<file path="config.mk">
export PLATFORM = sky130hd
export DESIGN_NAME = rtg_video_top
export DESIGN_NICKNAME = d
export VERILOG_FILES = /design/src/common/rtg_pkg.sv /design/src/rtg/rtg_word_fifo.sv /design/src/rtg/rtg_blank_gen.sv /design/src/rtg/rtg_fetch_timer.sv /design/src/verilog/video_out_mux.sv /design/src/verilog/rtg_video_top.sv
export SDC_FILE = /design/constraint.sdc
export NUM_CORES = 1
export LEC_CHECK = 0
export ABC_AREA = 1
export BUFFER_PORTS_ARGS = -buffer_cell sky130_fd_sc_hd__buf_2
export CORE_MARGIN = 5
export CORE_UTILIZATION = 50
export CTS_BUF_LIST = sky130_fd_sc_hd__clkbuf_2 sky130_fd_sc_hd__clkbuf_4 sky130_fd_sc_hd__clkbuf_8
export DETAILED_ROUTE_END_ITERATION = 12
export PLACE_DENSITY = 0.71
export SYNTH_ARGS = -nofsm -noshare
export SYNTH_HDL_FRONTEND = slang
export SYNTH_HIERARCHICAL = 1
export SYNTH_SLANG_ARGS = --single-unit
</file>
<file path="constraint.sdc">
create_clock -name CLK_114 -period 5.49 [get_ports CLK_114]
set_input_delay 0.2745 -clock CLK_114 [delete_from_list [all_inputs] [get_ports CLK_114]]
set_output_delay 0.2745 -clock CLK_114 [all_outputs]
set_load 0.02 [all_outputs]
</file>
<file path="src/common/rtg_pkg.sv">
//////////////////////////////////////////////////
// Shared types for the RTG video path
// Video word, RGB, sync and display settings
// Default FIFO depth and OSD tint values
//////////////////////////////////////////////////

`default_nettype none

package rtg_pkg;

	//////////////////////////////////////////////////
	// Pixel and sync types
	//////////////////////////////////////////////////

	// Hi-colour word as fetched from memory
	typedef struct packed {
		logic       flag;       // Unused in hi-colour mode
		logic [4:0] r;          // Red 14:10
		logic [4:0] g;          // Green 9:5
		logic [4:0] b;          // Blue 4:0
	} rtg_word_t;

	typedef struct packed {
		logic [7:0] r;
		logic [7:0] g;
		logic [7:0] b;
	} rgb_t;

	typedef struct packed {
		logic hs;               // Horizontal sync level
		logic vs;               // Vertical sync level
		logic cs;               // Composite sync level
	} sync_t;

	// Display settings, static during a frame
	typedef struct packed {
		logic       ena;        // RTG screen on
		logic [3:0] pixel_width; // Clocks per fetch minus one
		logic [6:0] vbend;      // Extra vblank lines
		logic       ext;        // Extend active area one clock
	} rtg_cfg_t;

	//////////////////////////////////////////////////
	// Constants
	//////////////////////////////////////////////////

	localparam int RTG_FIFO_DEPTH_DEF = 16;  // Words

	// OSD tint, pixel set
	localparam logic [1:0] OSD_PIX_R = 2'b11;
	localparam logic [1:0] OSD_PIX_G = 2'b11;
	localparam logic [1:0] OSD_PIX_B = 2'b11;
	// OSD tint, background, a dark blue
	localparam logic [1:0] OSD_BG_R  = 2'b00;
	localparam logic [1:0] OSD_BG_G  = 2'b00;
	localparam logic [1:0] OSD_BG_B  = 2'b10;

endpackage

`default_nettype wire

</file>
<file path="src/rtg/rtg_word_fifo.sv">
//////////////////////////////////////////////////
// Show-ahead FIFO of RTG video words
// Valid/ready fill port, pop strobe, flush
// Underflow flag for pops on an empty FIFO
//////////////////////////////////////////////////

`timescale 1ns/1ps
`default_nettype none

module rtg_word_fifo #(
	parameter int depth = 16
) (
	input  logic              CLK_114,
	input  logic              rst,
	input  logic              flush,
	input  logic              fill_valid,
	input  rtg_pkg::rtg_word_t fill_data,
	output logic              fill_ready,
	input  logic              pop,
	output rtg_pkg::rtg_word_t head,
	output logic              head_valid,
	output logic              underflow
);
	import rtg_pkg::*;

	localparam int ptr_w = (depth > 1) ? $clog2(depth) : 1;
	localparam int cnt_w = $clog2(depth + 1);
	localparam logic [ptr_w-1:0] last_ptr = ptr_w'(depth - 1);
	localparam logic [cnt_w-1:0] full_cnt = cnt_w'(depth);

	rtg_word_t        mem [depth];      // Word storage
	logic [ptr_w-1:0] wr_ptr;
	logic [ptr_w-1:0] rd_ptr;
	logic [cnt_w-1:0] count;            // Occupancy
	logic             push_ok;
	logic             pop_ok;

	assign fill_ready = (count != full_cnt);   // Not full
	assign head_valid = (count != '0);
	assign head       = mem[rd_ptr];           // Show-ahead read

	assign push_ok = fill_valid && fill_ready && !flush;  // Dropped while flushing
	assign pop_ok  = pop && head_valid && !flush;

	// Storage write
	always_ff @(posedge CLK_114) begin
		if (push_ok)
			mem[wr_ptr] <= fill_data;
	end

	//////////////////////////////////////////////////
	// Pointers and count
	//////////////////////////////////////////////////

	always_ff @(posedge CLK_114) begin
		if (rst || flush) begin
			wr_ptr <= '0;                  // Empty in one clock
			rd_ptr <= '0;
			count  <= '0;
		end else begin
			if (push_ok)
				wr_ptr <= (wr_ptr == last_ptr) ? '0 : wr_ptr + 1'b1;
			if (pop_ok)
				rd_ptr <= (rd_ptr == last_ptr) ? '0 : rd_ptr + 1'b1;
			if (push_ok && !pop_ok)
				count <= count + 1'b1;
			else if (pop_ok && !push_ok)
				count <= count - 1'b1;
		end
	end

	// Pop found nothing, flag it for one clock
	always_ff @(posedge CLK_114) begin
		if (rst)
			underflow <= 1'b0;
		else
			underflow <= pop && !head_valid;
	end

endmodule

`default_nettype wire

</file>
<file path="src/rtg/rtg_blank_gen.sv">
//////////////////////////////////////////////////
// RTG blanking generator
// Stretches vblank by a number of hsync lines
//////////////////////////////////////////////////

`timescale 1ns/1ps
`default_nettype none

module rtg_blank_gen (
	input  logic       CLK_114,
	input  logic       rst,
	input  logic       hblank,
	input  logic       vblank,
	input  logic       hs,
	input  logic [6:0] vbend,
	output logic       blank
);

	logic       vflag;          // Stretched vertical blank
	logic [6:0] line_cnt;       // Lines since vblank fell
	logic       hs_d;
	logic       hs_rise;

	assign hs_rise = hs && !hs_d;   // Rising hsync edge

	always_ff @(posedge CLK_114) begin
		if (rst)
			hs_d <= 1'b0;
		else
			hs_d <= hs;
	end

	// Chipset vblank is too short for RTG modes,
	// so hold the flag for vbend more lines
	always_ff @(posedge CLK_114) begin
		if (rst) begin
			vflag    <= 1'b0;
			line_cnt <= '0;
		end else if (vblank) begin
			vflag    <= 1'b1;       // Restart stretch
			line_cnt <= '0;
		end else if (line_cnt == vbend) begin
			vflag    <= 1'b0;       // Stretch done, counter parks
		end else if (hs_rise) begin
			line_cnt <= line_cnt + 1'b1;
		end
	end

	assign blank = vflag | hblank;  // Combined blank

endmodule

`default_nettype wire

</file>
<file path="src/rtg/rtg_fetch_timer.sv">
//////////////////////////////////////////////////
// RTG pixel fetch timer
// Divides the clock per pixel, strobes fetch
// Optional one-clock active area extension
//////////////////////////////////////////////////

`timescale 1ns/1ps
`default_nettype none

module rtg_fetch_timer (
	input  logic             CLK_114,
	input  logic             rst,
	input  rtg_pkg::rtg_cfg_t cfg,
	input  logic             blank,
	output logic             fetch
);

	logic [3:0] pix_cnt;        // Compared against pixel_width
	logic       blank_d;        // Blank one clock ago
	logic       blank_rise;
	logic       active;

	assign blank_rise = blank && !blank_d;
	assign active     = !blank || (cfg.ext && blank_rise);  // Extension pops once more

	// Fetch strobe
	assign fetch = cfg.ena && active && (pix_cnt == cfg.pixel_width);

	always_ff @(posedge CLK_114) begin
		if (rst)
			blank_d <= 1'b0;
		else
			blank_d <= blank;
	end

	// Divider, restarted by blank
	always_ff @(posedge CLK_114) begin
		if (rst)
			pix_cnt <= '0;
		else if (blank || fetch)
			pix_cnt <= '0;
		else
			pix_cnt <= pix_cnt + 1'b1;
	end

endmodule

`default_nettype wire

</file>
<file path="src/verilog/video_out_mux.sv">
//////////////////////////////////////////////////
// Video output stage
// Hi-colour expansion, RTG or native select
// OSD tint and output registers
//////////////////////////////////////////////////

`timescale 1ns/1ps
`default_nettype none

module video_out_mux (
	input  logic              CLK_114,
	input  logic              rst,
	input  logic              rtg_ena,
	input  logic              blank,
	input  rtg_pkg::rtg_word_t head,
	input  logic              head_valid,
	input  rtg_pkg::rgb_t     native_rgb,
	input  rtg_pkg::sync_t    native_sync,
	input  logic              osd_window,
	input  logic              osd_pixel,
	output rtg_pkg::rgb_t     vga_rgb,
	output rtg_pkg::sync_t    vga_sync
);
	import rtg_pkg::*;

	rgb_t       rtg_rgb;        // Expanded hi-colour
	rgb_t       pick_rgb;       // After RTG or native select
	rgb_t       osd_rgb;        // After OSD tint
	logic       use_rtg;
	logic [1:0] tint_r;
	logic [1:0] tint_g;
	logic [1:0] tint_b;

	//////////////////////////////////////////////////
	// Hi-colour expansion and source select
	//////////////////////////////////////////////////

	// Top three bits repeat below the five
	assign rtg_rgb.r = {head.r, head.r[4:2]};
	assign rtg_rgb.g = {head.g, head.g[4:2]};
	assign rtg_rgb.b = {head.b, head.b[4:2]};

	assign use_rtg  = rtg_ena && !blank && head_valid;
	assign pick_rgb = use_rtg ? rtg_rgb : native_rgb;

	//////////////////////////////////////////////////
	// OSD tint
	//////////////////////////////////////////////////

	assign tint_r = osd_pixel ? OSD_PIX_R : OSD_BG_R;
	assign tint_g = osd_pixel ? OSD_PIX_G : OSD_BG_G;
	assign tint_b = osd_pixel ? OSD_PIX_B : OSD_BG_B;

	always_comb begin
		osd_rgb = pick_rgb;
		if (osd_window) begin
			osd_rgb.r = {tint_r, pick_rgb.r[7:2]};  // Tint over dimmed picture
			osd_rgb.g = {tint_g, pick_rgb.g[7:2]};
			osd_rgb.b = {tint_b, pick_rgb.b[7:2]};
		end
	end

	// Output registers, no stall
	always_ff @(posedge CLK_114) begin
		if (rst) begin
			vga_rgb  <= '0;
			vga_sync <= '0;
		end else begin
			vga_rgb  <= osd_rgb;
			vga_sync <= native_sync;   // Sync keeps pace with colour
		end
	end

endmodule

`default_nettype wire

</file>
<file path="src/verilog/rtg_video_top.sv">
//////////////////////////////////////////////////
// RTG video pipeline top level
// FIFO, blank generator, fetch timer, output mux
//////////////////////////////////////////////////

`timescale 1ns/1ps
`default_nettype none

module rtg_video_top #(
	parameter int fifo_depth = rtg_pkg::RTG_FIFO_DEPTH_DEF
) (
	input  logic              CLK_114,
	input  logic              rst,
	// Memory side
	input  logic              fill_valid,
	input  rtg_pkg::rtg_word_t fill_data,
	output logic              fill_ready,
	// Chipset side
	input  rtg_pkg::rgb_t     native_rgb,
	input  rtg_pkg::sync_t    native_sync,
	input  logic              hblank,
	input  logic              vblank,
	input  logic              osd_window,
	input  logic              osd_pixel,
	input  rtg_pkg::rtg_cfg_t cfg,
	// Display side
	output rtg_pkg::rgb_t     vga_rgb,
	output rtg_pkg::sync_t    vga_sync,
	output logic              underflow
);
	import rtg_pkg::*;

	logic      blank;           // Combined RTG blank
	logic      fetch;           // Word pop strobe
	logic      flush;
	rtg_word_t head;            // Word on show
	logic      head_valid;

	assign flush = vblank || !cfg.ena;  // Restart the stream each frame

	//////////////////////////////////////////////////
	// Pipeline stages
	//////////////////////////////////////////////////

	rtg_word_fifo #(.depth(fifo_depth)) u_fifo (
		.CLK_114    (CLK_114),
		.rst        (rst),
		.flush      (flush),
		.fill_valid (fill_valid),
		.fill_data  (fill_data),
		.fill_ready (fill_ready),
		.pop        (fetch),
		.head       (head),
		.head_valid (head_valid),
		.underflow  (underflow)
	);

	rtg_blank_gen u_blank (
		.CLK_114 (CLK_114),
		.rst     (rst),
		.hblank  (hblank),
		.vblank  (vblank),
		.hs      (native_sync.hs),   // Lines counted on hsync
		.vbend   (cfg.vbend),
		.blank   (blank)
	);

	rtg_fetch_timer u_timer (
		.CLK_114 (CLK_114),
		.rst     (rst),
		.cfg     (cfg),
		.blank   (blank),
		.fetch   (fetch)
	);

	video_out_mux u_mux (
		.CLK_114     (CLK_114),
		.rst         (rst),
		.rtg_ena     (cfg.ena),
		.blank       (blank),
		.head        (head),
		.head_valid  (head_valid),
		.native_rgb  (native_rgb),
		.native_sync (native_sync),
		.osd_window  (osd_window),
		.osd_pixel   (osd_pixel),
		.vga_rgb     (vga_rgb),
		.vga_sync    (vga_sync)
	);

endmodule

`default_nettype wire

</file>
# After elaboration in Yosys (flattened, before gate mapping)

Memories as Yosys holds them, arrays and structs flattened. A register that Yosys moved wholly into a read port is not among the register bits.
Cells that the tools add are included.

Bits in registers: 54
Memory bits (writable): 256
Input port bits: 63
Output and inout bits: 29
Logic and storage cells: 74
Memories kept: 1

Memory list:

| name       | depth | width | read ports | clocked after Yosys merged registers in | wr ports | line                | source |
|---|---|---|---|---|---|---|---|
| u_fifo.mem | 16    | 16    | 1          | 1                                       | 1        | rtg_word_fifo.sv:31 | `rtg_word_t mem [depth];` |

Add/subtract/negate cells: 6
Eq/ne operators: 5
Muxes and demuxes: 14
Bitwise operators: 2
Reductions and logical operators: 32

Operators with widths:

| kind                | number |
|---|---|
| $mux 24             | 2 |
| $mux 4              | 4 |
| $logic_and 1x1->1   | 14 |
| $add 4x1->4 const B | 3 |
| $mux 5              | 2 |
| $eq 4x4->1 const B  | 2 |
| $logic_not 1->1     | 8 |
| $add 7x1->7 const B | 1 |
| $eq 7x7->1          | 1 |
| $add 5x1->5 const B | 1 |
| $mux 1              | 5 |
| $ne 5x5->1 const B  | 1 |
| $reduce_bool 5->1   | 1 |
| $sub 5x1->5 const B | 1 |
| $eq 4x4->1          | 1 |
| $logic_or 1x1->1    | 4 |
| $reduce_bool 2->1   | 2 |
| $reduce_or 2->1     | 2 |
| $mux 2              | 1 |
| $reduce_and 2->1    | 1 |
| $not 1->1           | 1 |
| $or 1x1->1          | 1 |

# Longest topological paths before layout

Word-level depth: 11
Depth in mapped cells: 18
Mapped depth without buffers: 18

# Cells and area by module

The synthesis kept the hierarchy.

Modules (own cells, without submodules):

| module          | instances | cells each | area an instance (um^2) | sequential area each (um^2) |
|---|---|---|---|---|
| rtg_word_fifo   | 1         | 1,103      | 11,622.4                | 8,047.7 |
| video_out_mux   | 1         | 190        | 1,303.8                 | 540.5 |
| rtg_blank_gen   | 1         | 85         | 539.3                   | 180.2 |
| rtg_fetch_timer | 1         | 44         | 284.0                   | 100.1 |
| rtg_video_top   | 1         | 2          | 7.5                     | 0.0 |

# Worst setup path before layout

OpenSTA, ideal clock, no wires.

Kind: register to register
Start point: reg u_blank.vflag
End point: reg u_fifo.count[3]
Library setup time: 0.115 ns
Arrival time: 2.297 ns
Data required time: 5.375 ns
Setup slack: 3.078 ns
Cell stages (with the launch flop): 19
Path buffers: 0
Clock period less this slack: 2.412 ns
Path through: dfxtp_1 -> or2_2 -> inv_1 -> a21oi_1 -> nor2_2 -> nand3_2 -> inv_1 -> inv_1 -> nor2_1 -> nand2_1 -> ha_1 -> inv_1 -> ha_1 -> nand3_1 -> nand3_1 -> nand2_1 -> nand2_1 -> o21ai_0 -> inv_1

Word-level cells in the longest chain between the ends: 11
Elaborated cells between the ends (all ways): 14
Those cells by class: mux: 1; bitwise: 1; reduce/logical: 12

Ends and longest elaborated chain:

| item                                               | line                  | source |
|---|---|---|
| start, declared                                    | rtg_blank_gen.sv:19   | `logic vflag;` |
| start signal, assigned                             | rtg_blank_gen.sv:37   | `vflag <= 1'b0;` |
| start signal, assigned                             | rtg_blank_gen.sv:40   | `vflag <= 1'b1;` |
| start signal, assigned                             | rtg_blank_gen.sv:43   | `vflag <= 1'b0;` |
| $or 1x1->1 (*)                                     | rtg_blank_gen.sv:49   | `assign blank = vflag \| hblank;` |
| named net blank                                    | rtg_video_top.sv:33   | `logic blank;` |
| $logic_and 1x1->1                                  | rtg_fetch_timer.sv:23 | `assign blank_rise = blank && !blank_d;` |
| $logic_and 1x1->1                                  | rtg_fetch_timer.sv:24 | `assign active = !blank \|\| (cfg.ext && blank_rise);` |
| $logic_or 1x1->1 (*)                               | rtg_fetch_timer.sv:24 |  |
| $logic_and 1x1->1 (*) (2 in a row)                 | rtg_fetch_timer.sv:27 | `assign fetch = cfg.ena && active && (pix_cnt == cfg.pixel_width);` |
| named net fetch                                    | rtg_video_top.sv:34   | `logic fetch;` |
| $logic_and 1x1->1 (*) (2 in a row)                 | rtg_word_fifo.sv:43   | `assign pop_ok = pop && head_valid && !flush;` |
| $logic_not 1->1                                    | rtg_word_fifo.sv:65   | `if (push_ok && !pop_ok)` |
| $logic_and 1x1->1                                  | rtg_word_fifo.sv:65   |  |
| $mux 5 / $reduce_bool 2->1 (equally long branches) | -                     |  |
| end signal, assigned                               | rtg_word_fifo.sv:66   | `count <= count + 1'b1;` |
| end signal, assigned                               | rtg_word_fifo.sv:68   | `count <= count - 1'b1;` |
| end, declared                                      | rtg_word_fifo.sv:34   | `logic [cnt_w-1:0] count;` |

The timed path passes the listed nets; every way through them passes the cells marked *.
A chain may end at the register's enable or synchronous reset.

==> parameters.txt <==
Parameter                              Value

Status
  Status ... finished, final reports clean

Placed design
  Placed standard-cell area ... 0.0137 mm²
  Count of buffers from port buffering ... 90
  Global placement routability congestion ... 0.779
  DP HPWL ... 17.6 mm

Worst hold path
  Depth of the worst hold-timing path ... 5
  HP Class ... in2reg

GRT
  First-pass GRT wire length ... 46.4 mm
  Total congestion overflow ... 0
  Via count of the first global-routing pass ... 8813
  Antenna violations before repair ... 0
  GRT Overall Usage ... 0.200
  Pin count of the biggest net entering global routing ... 98

Clock tree
  Root buffer cell ... clkbuf_8
  Number of buffers on the longest clock path ... 3
  Clock Pin Slew Worst Setup and Hold Paths ... 0.06 ns
  Post-CTS Hold Fix Bufs ... 4
  Clock tree from TritonCTS ... yes
  H-tree levels ... 2
  Clock latency at the later pin of the worst-skew pair ... 0.56 ns
  Num CTS Buffers ... 49
  PostCTS Resize Cnt ... 0
  Number of sinks handled by clock tree synthesis ... 299
  Number of setup buffers added after CTS ... 0

Critical path
  CP Capture Type ... flop
  Required time reported for the critical path endpoint ... 5.98 ns
  Highest net fanout along the worst path ... 97
  Worst Setup Start Kind ... flop
  Arrival time of the worst setup path ... 3.59 ns
  CP Class ... reg2reg
  Length in cells of the worst reg-to-reg path ... 12

Logic synthesis
  Syn Nets ... 1443
  Warning count from the yosys run ... 6
  Number of standard cells after synthesis ... 1368
  Summed instance area of the synthesized netlist ... 0.0131 mm²
  Post-synthesis area per instance ... 9.59 µm²

Pwr
  Areal power density over the cells ... 307 mW/mm²
  Peak supply drop ... 0.000199 V
  Overall power ... 4.53 mW
  Reported leakage power ... 6.30 nW

Timing
  Final Hold Slack ... 0.0481 ns
  Ratio of final minimum period to clock period ... 0.566
  Final hold viol count ... 0
  Worst-margin pin slew ... 1.02 ns
  Clk_skew ... 0.0182 ns
  Max Transition Viols Final ... 0
  FMAX ... 322 MHz
  Setup TNS ... 0 ns
  Total setup violations reported at the end of the flow ... 0
  Unrepaired setup endpoints after global routing ... no
  Shortest clock period the worst path allows after layout ... 3.11 ns
  Remaining max-slew budget at the tightest pin ... 0.319

Finish
  Layout area overhead ... 12.4%
  Ant. Diodes ... 0
  Post-Route Utilization ... 0.569
  Final nets ... 1546
  Share of cells above drive strength 1 ... 0.144
  Fillcell total ... 2196
  Design area ... 0.0147 mm²

Drt
  Number of optimization iterations in the first detailed-route pass ... 5
  Number of nets still failing antenna checks after routing ... 0
  Detailed-route via count ... 9429
  Number of DRC markers in iteration 0 ... 856
  Drt via density ... 5.11
  WL final ... 29.8 mm
  Mean routed wirelength per cell ... 16.1 µm
  DRC errors left ... 0

Die
  Placeable core region ... 0.0259 mm²
  Die height ... 172 µm
  Die area ... 0.0296 mm²
  Initial core utilization ... 0.506
  Die boundary width ... 172 µm
  Row count ... 59
  I/O pin count ... 92

Run
  Number of max-capacitance violations reported ... 0
-- flip-flops by register name, summed over array words and instances, names as in the netlist, named ones only --
name	cells
u_blank/hs_d	1
u_mux/vga_sync	3
u_fifo/underflow	1
u_fifo/mem	240
u_timer/pix_cnt	4
u_timer/blank_d	1
u_blank/line_cnt	7
u_fifo/count	5
u_fifo/rd_ptr	4
u_mux/vga_rgb	24
u_blank/vflag	1
u_fifo/wr_ptr	4
-- layout make-up --
class / count / area, µm² / area share
timing repair buffer: 117 / 663 / 0.0450
tap: 335 / 419 / 0.0284
inverter: 125 / 472 / 0.0320
clock inverter: 15 / 73.8 / 0.00501
multi-input combinational: 879 / 3830 / 0.260
sequential: 299 / 8390 / 0.569
clock buffer: 75 / 888 / 0.0603
-- power breakdown --
group	switching, mW	internal (mW)	total (mW)
sequential	0.00706	2.47	2.47
clock	0.847	1.03	1.88
combinational	0.122	0.0568	0.178
-- critical path, stage by stage (launching register included) --
cell and delay (ns):
dfxtp_4 0.56, inv_4 0.82, buf_4 0.42, nand2_1 0.08, nand2_1 0.07, nand2_1 0.05, nand3_1 0.11, nand3_1 0.18
nand2_1 0.20, nand4_1 0.17, nand2_1 0.12, nand2_1 0.07, a21oi_1 0.14
-- layer usage --
| metal | vias up | wire length, µm | global-route usage |
|---|---|---|---|
| li1 | 4670 | - | - |
| met1 | 4320 | 12900 | 0.284 |
| met2 | 379 | 13500 | 0.313 |
| met3 | 60 | 2550 | 0.0402 |
| met4 | 0 | 740 | 0.0629 |
| met5 | - | 0 | 0 |
-- per-stage QoR --
step / worst slack (ns) / instances
floorplan: 3.08 / 1368
global placement: 2.43 / 1751
global route: 2.08 / 1845
finish: 2.38 / 1845
detailed placement: 2.41 / 1751
CTS: 2.39 / 1845
-- final timing paths --
| check | from | slack, ns | to |
|---|---|---|---|
| min reg2reg | u_timer/pix_cnt[0] | 0.49 | u_timer/pix_cnt[0] |
| min | native_rgb[16] | 0.05 | u_mux/vga_rgb[16] |
| max reg2reg | flop | 2.38 | u_mux/vga_rgb[22] |
| max | flop | 2.38 | u_mux/vga_rgb[22] |
-- layout by cell type, fill, tap and decap left out, types with 2 or more instances in the layout --
cell,count
a21oi_1,22
buf_2,90
buf_4,23
clkbuf_4,23
clkbuf_8,52
clkinv_1,11
clkinv_2,2
clkinvlp_4,2
dfxtp_1,57
dlygate4sd3_1,4
edfxtp_1,240
ha_1,11
inv_1,119
inv_2,4
nand2_1,502
nand2_2,2
nand3_1,157
nand3_2,4
nand4_1,11
nor2_1,121
nor2_2,3
nor3_1,4
o211ai_1,2
o21ai_0,21
o21ai_2,6
xnor2_1,4
xor2_1,5
Note: power is estimated with default switching activity, not from simulation.
